==> config.mk <==
export PLATFORM = sky130hd
export DESIGN_NAME = datapath
export DESIGN_NICKNAME = d
export VERILOG_FILES = /design/src/common/cpu_types_pkg.sv /design/src/common/pipe_ctrl_pkg.sv /design/src/source/alu.sv /design/src/source/register_file.sv /design/src/source/control_unit.sv /design/src/datapath/forward_unit.sv /design/src/datapath/hazard_unit.sv /design/src/datapath/datapath.sv
export SDC_FILE = /design/constraint.sdc
export NUM_CORES = 2
export LEC_CHECK = 0
export BUFFER_PORTS_ARGS = -buffer_cell sky130_fd_sc_hd__buf_2
export CORE_ASPECT_RATIO = 0.7
export CORE_MARGIN = 2
export CORE_UTILIZATION = 30
export DETAILED_ROUTE_END_ITERATION = 8
export RECOVER_POWER = 100
export SLEW_MARGIN = 25
export SYNTH_ARGS = -nofsm -noshare
export SYNTH_HDL_FRONTEND = slang
export SYNTH_SLANG_ARGS = --single-unit
==> constraint.sdc <==
create_clock -name CLK -period 12.9 [get_ports CLK]
set_input_delay 2.58 -clock CLK [delete_from_list [all_inputs] [get_ports CLK]]
set_output_delay 2.58 -clock CLK [all_outputs]
set_load 0.02 [all_outputs]
==> src/common/cpu_types_pkg.sv <==
package cpu_types_pkg;

  parameter int WORD_W = 32;

  typedef logic [WORD_W-1:0] word_t;
  typedef logic [4:0]        regbits_t;

  parameter regbits_t LINK_REG = 5'd31; // jal writes here

  // major opcodes, instruction[31:26]
  typedef enum logic [5:0] {
    RTYPE = 6'h00,
    J     = 6'h02,
    JAL   = 6'h03,
    BEQ   = 6'h04,
    BNE   = 6'h05,
    ADDIU = 6'h09,
    SLTI  = 6'h0a,
    ANDI  = 6'h0c,
    ORI   = 6'h0d,
    XORI  = 6'h0e,
    LUI   = 6'h0f,
    LW    = 6'h23,
    SW    = 6'h2b,
    HALT  = 6'h3f
  } opcode_t;

  // r-type function field, instruction[5:0]
  typedef enum logic [5:0] {
    SLL  = 6'h00,
    SRL  = 6'h02,
    JR   = 6'h08,
    ADDU = 6'h21,
    SUBU = 6'h23,
    AND  = 6'h24,
    OR   = 6'h25,
    XOR  = 6'h26,
    NOR  = 6'h27,
    SLT  = 6'h2a,
    SLTU = 6'h2b
  } funct_t;

  typedef enum logic [3:0] {
    ALU_SLL,
    ALU_SRL,
    ALU_ADD,
    ALU_SUB,
    ALU_AND,
    ALU_OR,
    ALU_XOR,
    ALU_NOR,
    ALU_SLT,
    ALU_SLTU,
    ALU_LUI   // immediate into upper half
  } aluop_t;

endpackage

==> src/common/pipe_ctrl_pkg.sv <==
package pipe_ctrl_pkg;

  // where an operand comes from when a newer producer is in flight
  typedef enum logic [1:0] {
    NONE,     // register file or latched value
    MEM_ALU,  // ex/mem result
    WB_DATA,  // writeback value
    MEM_LOAD  // load data of this cycle
  } fwd_sel_t;

  typedef enum logic [1:0] {
    SEQ,
    BRANCH,
    JUMP,
    JREG
  } pcsrc_t;

  typedef enum logic [1:0] {
    RT,
    RD,
    LINK
  } regdst_t;

  typedef enum logic [1:0] {
    ALU,
    LOAD,
    PCN    // return address for jal
  } memtoreg_t;

  typedef enum logic [1:0] {
    REG,
    IMM,
    SHAMT
  } alusrc_t;

endpackage

==> src/source/alu.sv <==
module alu (
  input  cpu_types_pkg::aluop_t op,
  input  cpu_types_pkg::word_t  port_a,
  input  cpu_types_pkg::word_t  port_b,
  output cpu_types_pkg::word_t  result,
  output logic                  zero,
  output logic                  negative,
  output logic                  overflow
);
  import cpu_types_pkg::*;

  always_comb begin
    case (op)
      ALU_SLL:  result = port_a << port_b[4:0];
      ALU_SRL:  result = port_a >> port_b[4:0];
      ALU_ADD:  result = port_a + port_b;
      ALU_SUB:  result = port_a - port_b;
      ALU_AND:  result = port_a & port_b;
      ALU_OR:   result = port_a | port_b;
      ALU_XOR:  result = port_a ^ port_b;
      ALU_NOR:  result = ~(port_a | port_b);
      ALU_SLT:  result = {31'b0, $signed(port_a) < $signed(port_b)};
      ALU_SLTU: result = {31'b0, port_a < port_b};
      ALU_LUI:  result = {port_b[15:0], 16'h0000};
      default:  result = '0;
    endcase
  end

  assign zero     = (result == '0);
  assign negative = result[WORD_W-1];

  // signed overflow, add and sub only
  always_comb begin
    case (op)
      ALU_ADD: overflow = (port_a[31] == port_b[31]) && (result[31] != port_a[31]);
      ALU_SUB: overflow = (port_a[31] != port_b[31]) && (result[31] != port_a[31]);
      default: overflow = 1'b0;
    endcase
  end

endmodule

==> src/source/register_file.sv <==
module register_file (
  input  logic                    CLK,
  input  logic                    nRST,
  input  logic                    wen,
  input  cpu_types_pkg::regbits_t wsel,
  input  cpu_types_pkg::regbits_t rsel1,
  input  cpu_types_pkg::regbits_t rsel2,
  input  cpu_types_pkg::word_t    wdat,
  output cpu_types_pkg::word_t    rdat1,
  output cpu_types_pkg::word_t    rdat2
);
  import cpu_types_pkg::*;

  word_t regs [32];
  logic  wr_live;

  assign wr_live = wen && (wsel != '0); // $zero never written

  always_ff @(posedge CLK, negedge nRST) begin
    if (!nRST) begin
      for (int i = 0; i < 32; i++) begin
        regs[i] <= '0;
      end
    end else if (wr_live) begin
      regs[wsel] <= wdat;
    end
  end

  // writeback in the same cycle as decode reads the new value
  assign rdat1 = (wr_live && wsel == rsel1) ? wdat : regs[rsel1];
  assign rdat2 = (wr_live && wsel == rsel2) ? wdat : regs[rsel2];

endmodule

==> src/source/control_unit.sv <==
module control_unit (
  input  cpu_types_pkg::word_t      instruction,
  output cpu_types_pkg::aluop_t     alu_op,
  output pipe_ctrl_pkg::alusrc_t    alu_src,
  output pipe_ctrl_pkg::regdst_t    reg_dst,
  output pipe_ctrl_pkg::memtoreg_t  mem_to_reg,
  output pipe_ctrl_pkg::pcsrc_t     pc_src,
  output logic                      reg_wr,
  output logic                      mem_rd,
  output logic                      mem_wr,
  output logic                      branch,
  output logic                      branch_neq,
  output logic                      ext_sign,
  output logic                      halt,
  output cpu_types_pkg::regbits_t   rs,
  output cpu_types_pkg::regbits_t   rt,
  output cpu_types_pkg::regbits_t   rd,
  output logic [4:0]                shamt,
  output logic [15:0]               imm16,
  output logic [25:0]               imm26
);
  import cpu_types_pkg::*;
  import pipe_ctrl_pkg::*;

  opcode_t opcode;
  funct_t  funct;

  assign opcode = opcode_t'(instruction[31:26]);
  assign funct  = funct_t'(instruction[5:0]);
  assign rs     = instruction[25:21];
  assign rt     = instruction[20:16];
  assign rd     = instruction[15:11];
  assign shamt  = instruction[10:6];
  assign imm16  = instruction[15:0];
  assign imm26  = instruction[25:0];

  always_comb begin
    // defaults describe a no-op
    alu_op     = ALU_ADD;
    alu_src    = REG;
    reg_dst    = RT;
    mem_to_reg = ALU;
    pc_src     = SEQ;
    reg_wr     = 1'b0;
    mem_rd     = 1'b0;
    mem_wr     = 1'b0;
    branch     = 1'b0;
    branch_neq = 1'b0;
    ext_sign   = 1'b0;
    halt       = 1'b0;
    case (opcode)
      RTYPE: begin
        reg_dst = RD;
        reg_wr  = 1'b1;
        case (funct)
          SLL: begin
            alu_op  = ALU_SLL;
            alu_src = SHAMT;
          end
          SRL: begin
            alu_op  = ALU_SRL;
            alu_src = SHAMT;
          end
          JR: begin
            pc_src = JREG;
            reg_wr = 1'b0;
          end
          ADDU:    alu_op = ALU_ADD;
          SUBU:    alu_op = ALU_SUB;
          AND:     alu_op = ALU_AND;
          OR:      alu_op = ALU_OR;
          XOR:     alu_op = ALU_XOR;
          NOR:     alu_op = ALU_NOR;
          SLT:     alu_op = ALU_SLT;
          SLTU:    alu_op = ALU_SLTU;
          default: reg_wr = 1'b0; // unknown funct does nothing
        endcase
      end
      ADDIU, SLTI, ANDI, ORI, XORI, LUI: begin
        alu_src  = IMM;
        reg_wr   = 1'b1;
        ext_sign = (opcode == ADDIU) || (opcode == SLTI);
        case (opcode)
          SLTI:    alu_op = ALU_SLT;
          ANDI:    alu_op = ALU_AND;
          ORI:     alu_op = ALU_OR;
          XORI:    alu_op = ALU_XOR;
          LUI:     alu_op = ALU_LUI;
          default: alu_op = ALU_ADD;
        endcase
      end
      LW: begin
        alu_src    = IMM;
        ext_sign   = 1'b1;
        reg_wr     = 1'b1;
        mem_rd     = 1'b1;
        mem_to_reg = LOAD;
      end
      SW: begin
        alu_src  = IMM;
        ext_sign = 1'b1;
        mem_wr   = 1'b1;
      end
      BEQ:  branch     = 1'b1; // datapath decides taken
      BNE:  branch_neq = 1'b1;
      J:    pc_src     = JUMP;
      JAL: begin
        pc_src     = JUMP;
        reg_wr     = 1'b1;
        reg_dst    = LINK;
        mem_to_reg = PCN;
      end
      HALT:    halt = 1'b1;
      default: ;
    endcase
  end

endmodule

==> src/datapath/forward_unit.sv <==
module forward_unit (
  input  cpu_types_pkg::regbits_t  id_rs,
  input  cpu_types_pkg::regbits_t  id_rt,
  input  cpu_types_pkg::regbits_t  ex_rs,
  input  cpu_types_pkg::regbits_t  ex_rt,
  input  cpu_types_pkg::regbits_t  mem_rd,
  input  cpu_types_pkg::regbits_t  wb_rd,
  input  logic                     mem_reg_wr,
  input  logic                     wb_reg_wr,
  input  logic                     mem_mem_rd,
  output pipe_ctrl_pkg::fwd_sel_t  fwd_a,
  output pipe_ctrl_pkg::fwd_sel_t  fwd_b,
  output pipe_ctrl_pkg::fwd_sel_t  fwd_id1,
  output pipe_ctrl_pkg::fwd_sel_t  fwd_id2
);
  import cpu_types_pkg::*;
  import pipe_ctrl_pkg::*;

  // youngest producer wins, mem before wb
  function automatic fwd_sel_t pick(input regbits_t src);
    if (src == '0) begin
      return NONE;
    end else if (mem_reg_wr && mem_rd == src) begin
      return mem_mem_rd ? MEM_LOAD : MEM_ALU;
    end else if (wb_reg_wr && wb_rd == src) begin
      return WB_DATA;
    end
    return NONE;
  endfunction

  always_comb begin
    fwd_a   = pick(ex_rs);
    fwd_b   = pick(ex_rt);   // also the store data
    fwd_id1 = pick(id_rs);   // decode compare and jr target
    fwd_id2 = pick(id_rt);
  end

endmodule

==> src/datapath/hazard_unit.sv <==
module hazard_unit (
  input  cpu_types_pkg::regbits_t id_rs,
  input  cpu_types_pkg::regbits_t id_rt,
  input  cpu_types_pkg::regbits_t ex_rd,
  input  logic                    ex_mem_rd,
  input  logic                    id_branch,
  input  logic                    id_jreg,
  input  logic                    redirect,
  output logic                    stall_id,
  output logic                    flush_ifid,
  output logic                    flush_idex,
  output logic                    pc_en
);
  logic ex_match;
  logic load_use;
  logic cmp_dep;

  // ex_rd is zero unless execute writes a register
  assign ex_match = (ex_rd != '0) && (ex_rd == id_rs || ex_rd == id_rt);

  assign load_use = ex_mem_rd && ex_match;

  // decode compare cannot see an alu result still in execute
  assign cmp_dep = (id_branch || id_jreg) && ex_match;

  assign stall_id   = load_use || cmp_dep;
  assign flush_idex = stall_id;              // bubble behind the stalled op
  assign flush_ifid = redirect && !stall_id;
  assign pc_en      = !stall_id;

endmodule

==> src/datapath/datapath.sv <==
module datapath #(
  parameter cpu_types_pkg::word_t PC_INIT = 32'h0
) (
  input  logic                 CLK,
  input  logic                 nRST,
  input  logic                 ihit,
  input  logic                 dhit,
  input  cpu_types_pkg::word_t imemload,
  input  cpu_types_pkg::word_t dmemload,
  output logic                 imemREN,
  output logic                 dmemREN,
  output logic                 dmemWEN,
  output logic                 halt,
  output cpu_types_pkg::word_t imemaddr,
  output cpu_types_pkg::word_t dmemaddr,
  output cpu_types_pkg::word_t dmemstore
);
  import cpu_types_pkg::*;
  import pipe_ctrl_pkg::*;

  word_t     pc, pc_next4, next_pc;
  logic      en, mem_wait, fetch_stop;
  logic      ifid_valid;
  word_t     ifid_instr, ifid_pcn;
  aluop_t    id_alu_op;
  alusrc_t   id_alu_src;
  regdst_t   id_reg_dst;
  memtoreg_t id_mem_to_reg;
  pcsrc_t    id_pc_src, pc_src;
  logic      id_reg_wr, id_mem_rd, id_mem_wr, id_branch, id_branch_neq, id_ext_sign, id_halt;
  regbits_t  id_rs, id_rt, id_rd, id_dest, ex_wr_dest;
  logic [4:0]  id_shamt;
  logic [15:0] id_imm16;
  logic [25:0] id_imm26;
  word_t     rdat1, rdat2, id_op1, id_op2, id_imm;
  logic      taken, redirect;
  fwd_sel_t  fwd_a, fwd_b, fwd_id1, fwd_id2;
  logic      stall_id, flush_ifid, flush_idex, pc_en;
  logic      idex_valid, idex_reg_wr, idex_mem_rd, idex_mem_wr, idex_halt;
  aluop_t    idex_alu_op;
  alusrc_t   idex_alu_src;
  memtoreg_t idex_mem_to_reg;
  regbits_t  idex_rs, idex_rt, idex_dest;
  logic [4:0] idex_shamt;
  word_t     idex_pcn, idex_rdat1, idex_rdat2, idex_imm;
  word_t     ex_op_a, ex_op_b, alu_a, alu_b, alu_out, ex_result;
  logic      exmem_valid, exmem_reg_wr, exmem_mem_rd, exmem_mem_wr, exmem_halt;
  memtoreg_t exmem_mem_to_reg;
  regbits_t  exmem_dest;
  word_t     exmem_result, exmem_store;
  logic      memwb_valid, memwb_reg_wr, memwb_halt;
  memtoreg_t memwb_mem_to_reg;
  regbits_t  memwb_dest;
  word_t     memwb_result, memwb_load, wb_data;

  control_unit cu_i (
    .instruction(ifid_instr), .alu_op(id_alu_op), .alu_src(id_alu_src),
    .reg_dst(id_reg_dst), .mem_to_reg(id_mem_to_reg), .pc_src(id_pc_src),
    .reg_wr(id_reg_wr), .mem_rd(id_mem_rd), .mem_wr(id_mem_wr), .branch(id_branch),
    .branch_neq(id_branch_neq), .ext_sign(id_ext_sign), .halt(id_halt),
    .rs(id_rs), .rt(id_rt), .rd(id_rd), .shamt(id_shamt), .imm16(id_imm16), .imm26(id_imm26)
  );

  register_file rf_i (
    .CLK, .nRST, .wen(memwb_valid && memwb_reg_wr), .wsel(memwb_dest),
    .rsel1(id_rs), .rsel2(id_rt), .wdat(wb_data), .rdat1, .rdat2
  );

  forward_unit fwu_i (
    .id_rs, .id_rt, .ex_rs(idex_rs), .ex_rt(idex_rt), .mem_rd(exmem_dest),
    .wb_rd(memwb_dest), .mem_reg_wr(exmem_reg_wr), .wb_reg_wr(memwb_reg_wr),
    .mem_mem_rd(exmem_mem_rd), .fwd_a, .fwd_b, .fwd_id1, .fwd_id2
  );

  hazard_unit hzu_i (
    .id_rs, .id_rt, .ex_rd(ex_wr_dest), .ex_mem_rd(idex_mem_rd),
    .id_branch(ifid_valid && (id_branch || id_branch_neq)),
    .id_jreg(ifid_valid && id_pc_src == JREG), .redirect,
    .stall_id, .flush_ifid, .flush_idex, .pc_en
  );

  alu alu_i (
    .op(idex_alu_op), .port_a(alu_a), .port_b(alu_b), .result(alu_out),
    .zero(), .negative(), .overflow()
  );

  // dmemload only counts in the dhit cycle; otherwise mem_wait holds everything
  function automatic word_t fwd_pick(input fwd_sel_t sel, input word_t own);
    case (sel)
      MEM_ALU:  return exmem_result;
      WB_DATA:  return wb_data;
      MEM_LOAD: return dmemload;
      default:  return own;
    endcase
  endfunction

  assign mem_wait   = (dmemREN || dmemWEN) && !dhit;
  assign en         = !mem_wait && !halt;   // halt freezes the whole pipe
  assign fetch_stop = (ifid_valid && id_halt) || idex_halt || exmem_halt || memwb_halt;
  assign imemREN    = !fetch_stop;
  assign imemaddr   = pc;
  assign pc_next4   = pc + 32'd4;

  always_ff @(posedge CLK, negedge nRST) begin
    if (!nRST) begin
      pc <= PC_INIT;
    end else if (en && pc_en) begin
      if (redirect) begin
        pc <= next_pc;
      end else if (ihit && !fetch_stop) begin
        pc <= pc_next4;
      end
    end
  end

  // IF/ID, a missed fetch enters as a bubble
  always_ff @(posedge CLK, negedge nRST) begin
    if (!nRST) begin
      ifid_valid <= 1'b0;
    end else if (en && !stall_id) begin
      ifid_valid <= ihit && !flush_ifid && !fetch_stop;
    end
  end

  always_ff @(posedge CLK) begin
    if (en && !stall_id) begin
      ifid_instr <= imemload;
      ifid_pcn   <= pc_next4;
    end
  end

  always_comb begin
    id_op1 = fwd_pick(fwd_id1, rdat1);
    id_op2 = fwd_pick(fwd_id2, rdat2);
  end

  assign id_imm   = id_ext_sign ? {{16{id_imm16[15]}}, id_imm16} : {16'h0000, id_imm16};
  assign taken    = ifid_valid && ((id_branch && id_op1 == id_op2)
                                   || (id_branch_neq && id_op1 != id_op2));
  assign pc_src   = taken ? BRANCH : (ifid_valid ? id_pc_src : SEQ);
  assign redirect = (pc_src != SEQ);

  always_comb begin
    case (pc_src)
      BRANCH:  next_pc = ifid_pcn + {{14{id_imm16[15]}}, id_imm16, 2'b00};
      JUMP:    next_pc = {ifid_pcn[31:28], id_imm26, 2'b00};
      JREG:    next_pc = id_op1;
      default: next_pc = pc_next4;
    endcase
  end

  always_comb begin
    case (id_reg_dst)
      RD:      id_dest = id_rd;
      LINK:    id_dest = LINK_REG;
      default: id_dest = id_rt;
    endcase
  end

  // ID/EX
  always_ff @(posedge CLK, negedge nRST) begin
    if (!nRST) begin
      {idex_valid, idex_reg_wr, idex_mem_rd, idex_mem_wr, idex_halt} <= '0;
    end else if (en) begin
      if (flush_idex || !ifid_valid) begin
        {idex_valid, idex_reg_wr, idex_mem_rd, idex_mem_wr, idex_halt} <= '0;
      end else begin
        {idex_valid, idex_reg_wr, idex_mem_rd, idex_mem_wr, idex_halt} <=
          {1'b1, id_reg_wr, id_mem_rd, id_mem_wr, id_halt};
      end
    end
  end

  always_ff @(posedge CLK) begin
    if (en) begin
      idex_alu_op     <= id_alu_op;
      idex_alu_src    <= id_alu_src;
      idex_mem_to_reg <= id_mem_to_reg;
      idex_rs         <= id_rs;
      idex_rt         <= id_rt;
      idex_dest       <= id_dest;
      idex_shamt      <= id_shamt;
      idex_pcn        <= ifid_pcn;  // link value for jal
      idex_rdat1      <= id_op1;
      idex_rdat2      <= id_op2;
      idex_imm        <= id_imm;
    end
  end

  assign ex_wr_dest = idex_reg_wr ? idex_dest : '0;

  always_comb begin
    ex_op_a = fwd_pick(fwd_a, idex_rdat1);
    ex_op_b = fwd_pick(fwd_b, idex_rdat2);
    alu_a   = ex_op_a;
    alu_b   = ex_op_b;
    case (idex_alu_src)
      IMM: alu_b = idex_imm;
      SHAMT: begin
        alu_a = ex_op_b;  // shifts act on rt
        alu_b = {27'b0, idex_shamt};
      end
      default: ;
    endcase
  end

  assign ex_result = (idex_mem_to_reg == PCN) ? idex_pcn : alu_out;

  // EX/MEM
  always_ff @(posedge CLK, negedge nRST) begin
    if (!nRST) begin
      {exmem_valid, exmem_reg_wr, exmem_mem_rd, exmem_mem_wr, exmem_halt} <= '0;
    end else if (en) begin
      {exmem_valid, exmem_reg_wr, exmem_mem_rd, exmem_mem_wr, exmem_halt} <=
        idex_valid ? {1'b1, idex_reg_wr, idex_mem_rd, idex_mem_wr, idex_halt} : 5'b0;
    end
  end

  always_ff @(posedge CLK) begin
    if (en) begin
      exmem_mem_to_reg <= idex_mem_to_reg;
      exmem_dest       <= idex_dest;
      exmem_result     <= ex_result;
      exmem_store      <= ex_op_b;
    end
  end

  // request held as a level until dhit
  assign dmemREN   = exmem_mem_rd;
  assign dmemWEN   = exmem_mem_wr;
  assign dmemaddr  = exmem_result;
  assign dmemstore = exmem_store;

  // MEM/WB
  always_ff @(posedge CLK, negedge nRST) begin
    if (!nRST) begin
      {memwb_valid, memwb_reg_wr, memwb_halt} <= '0;
    end else if (en) begin
      {memwb_valid, memwb_reg_wr, memwb_halt} <=
        exmem_valid ? {1'b1, exmem_reg_wr, exmem_halt} : 3'b0;
    end
  end

  always_ff @(posedge CLK) begin
    if (en) begin
      memwb_mem_to_reg <= exmem_mem_to_reg;
      memwb_dest       <= exmem_dest;
      memwb_result     <= exmem_result;
      memwb_load       <= dmemload;
    end
  end

  assign wb_data = (memwb_mem_to_reg == LOAD) ? memwb_load : memwb_result;
  assign halt    = memwb_halt;

endmodule

==> reports/metrics.csv <==
stage,metric,value,unit
route,ant_nets,0,
route,via_per_inst,6.15,
cells_and_area,regArea,37000,um^2
clock_tree,post-cts-setup-buffers,0,
timing,tightest_slew,8.32,ns
route,drtPass1Iterations,9,
cells_and_area,nNetsFinal,8049,
cells_and_area,layout-drive-gt1-share,13.8,%
worst_setup_path,cp-start-kind,register,
logic_synthesis,synth_seq_area_share,45.1,%
timing,slew_headroom,-454,%
placed_design,dpl.hpwl,271000,um
cells_and_area,multi_input_area,41900,um^2
timing,min_period,11.40,ns
outcome,violations,"capacitance limit, slew limit",
clock_tree,clk_latency,0.85,ns
power_and_ir_drop,powerDensity,184,nW/um^2
floorplanning,die_x,629,um
logic_synthesis,async_flop_share,75.8,%
worst_setup_path,arrival,12.13,ns
logic_synthesis,syn_inst,7957,
route,via_count,71389,
clock_tree,root_buffer,clkbuf_16,
logic_synthesis,synth.avg_cell_area,10.3,um^2
logic_synthesis,synth_warnings,0,
floorplanning,core_region_area,272000,um^2
timing,fmax,87.7,MHz
cells_and_area,fin_util,33.8,%
global_routing,grt_start_max_net_pins,180,
logic_synthesis,synth-seq-cells,1412,
worst_setup_path,endpoint_kind,register,
route,drcViolationCount,0,
cells_and_area,final_cell_mix,"dfrtp_1, a21oi_1, nor2_1, nand2_1, mux4_2",
route,wire_per_inst,33.2,um
cells_and_area,n_fill_cell,27427,
placed_design,portBuffers,167,
timing,setup_viol_count_final,0,
timing,finalHoldViolations,0,
cells_and_area,area_growth,11.9,%
global_routing,grt_pass1_vias,66627,
clock_tree,cts_tree,yes,
power_and_ir_drop,p_leak,38.0,nW
route,drt_iter0_drc,11522,
floorplanning,die_h,442,um
timing,fin_crit_sh,88.4,%
cells_and_area,regMostFlops,rf_i.regs,
logic_synthesis,synth_edf_count,342,
timing,rsz0062_at_grt,no,
clock_tree,clock-sinks,1412,
timing,slew_viol_final,3612,
logic_synthesis,synth_flop_cell,dfrtp_1,
clock_tree,cts_buffers,151,
cells_and_area,largest_reg_flops,1024,
global_routing,grt-ovfl-total,0,
outcome,status,"finished, violations left",
clock_tree,ctsHoldBuffers,0,
clock_tree,cts_max_level,4,
clock_tree,cts_resized,0,
floorplanning,rows,160,
logic_synthesis,syn_nets,8174,
floorplanning,ios,168,
clock_tree,clk_pin_slew,0.07,ns
cells_and_area,layout_commonest_cell,dfrtp_1,
global_routing,antenna_found_initial,59,
worst_setup_path,path_max_fanout,74,
worst_hold_path,hold_path.class,reg -> reg,
floorplanning,initial_core_util,30.2,%
route,drt_wl_total,386000,um
timing,skew,0.0863,ns
clock_tree,cts.path.max_buffers,4,
worst_setup_path,cp.required,13.62,ns
placed_design,gp_congestion,1.05,
worst_setup_path,path_class,reg -> reg,
power_and_ir_drop,power,16.9,mW
floorplanning,dieArea,278000,um^2
run,max-cap-violations,80,
logic_synthesis,synth_area,82100,um^2
global_routing,grt_pass1_wl,535000,um
global_routing,globalRouteTotalUtil,26.9,%
logic_synthesis,synth_cell_types,100,
power_and_ir_drop,ir_drop,115,uV
timing,tns,0,ns
cell type report:
cell class	instances	share of cell area (%)
diodes	27	0.0735
inverters	177	0.735
flip-flops and latches	1412	40.3
clock inverters	59	0.846
multi-input cells	5651	45.6
repair buffers	439	2.77
clock buffers	206	4.71
well taps	3645	4.96
through the flow:
step,hold WS [ns],instance area (um^2),worst slack [ns],instances
5_1_grt,0.385,91800,1.70,11600
3_3_place_gp,0.377,87200,4.23,11293
4_1_cts,0.382,92700,4.16,11578
6_report,0.370,91900,1.50,11616
2_1_floorplan,0.400,82100,0.412,7957
3_5_place_dp,0.382,87600,4.07,11313
layer usage:
metal	GRT usage, %	vias up	wire length [um]
li1	-	29086	-
met1	38.9	36347	162000
met2	35.3	5123	149000
met3	11.6	799	59500
met4	8.73	34	14900
met5	0.444	-	616
final timing paths:
check | from | endpoint | slack, ns | cells after the start
min | exmem_mem_to_reg[1] | memwb_mem_to_reg[1] | 0.37 | 0
max in group asynchronous | nRST | rf_i.regs[201] | 3.00 | 2
max | ifid_instr[23] | imemaddr[8] | 1.50 | 16
min reg2reg | exmem_mem_to_reg[1] | memwb_mem_to_reg[1] | 0.37 | 0
max reg2reg | ifid_instr[23] | imemaddr[8] | 1.50 | 16
min in group asynchronous | nRST | rf_i.regs[53] | 3.75 | 1
worst max-delay path: stages, from the launching register on:
cell and delay (ns):
edfxtp_1 0.38, buf_4 0.45, clkbuf_1 4.31, nor2b_1 0.95
buf_4 0.38, a22oi_1 0.10, nand3_1 0.14, nand4_1 0.27
nand2_1 0.20, o221ai_1 0.52, xor2_1 0.33, nor4_2 0.83
and4_1 0.48, nand4_2 0.25, a21oi_4 0.80, o21ai_0 0.46
o32ai_1 0.38
cell usage after synthesis, drive strengths merged, types with 53 or more instances:
cell type | number | area (um^2)
a21oi | 1071 | 5370
dfrtp | 1070 | 26800
nor2 | 1063 | 4000
nand2 | 588 | 2210
clkbuf | 508 | 1910
mux4 | 478 | 10800
o21ai | 412 | 2060
edfxtp | 342 | 10300
mux2i | 340 | 3410
buf | 209 | 1180
inv | 174 | 656
ha | 146 | 1830
nand3 | 145 | 736
xnor2 | 118 | 1030
nor3 | 114 | 576
a22oi | 78 | 586
a211oi | 70 | 541
mux2 | 63 | 709
o22ai | 63 | 394
nor2b | 59 | 369
a22o | 57 | 499
a21o | 55 | 413
o211ai | 53 | 398
cell families after synthesis:
kind of cell / Yosys count / share of synthesized area, %
XOR/XNOR: 156 / 1.66
adder cells (fa/ha/maj): 149 / 2.30
AO/OA/AOI/OAI: 2261 / 16.7
AND/OR/NAND/NOR: 2204 / 11.5
flip-flops: 1412 / 45.1
buffers and inverters: 894 / 4.58
multiplexers: 881 / 18.1
power by group:
part	switching [mW]	total, mW	internal (mW)
registers	0.650	5.80	5.15
clock network	2.00	4.68	2.68
logic	4.57	6.42	1.85
Power figures use the tool's default switching activity.
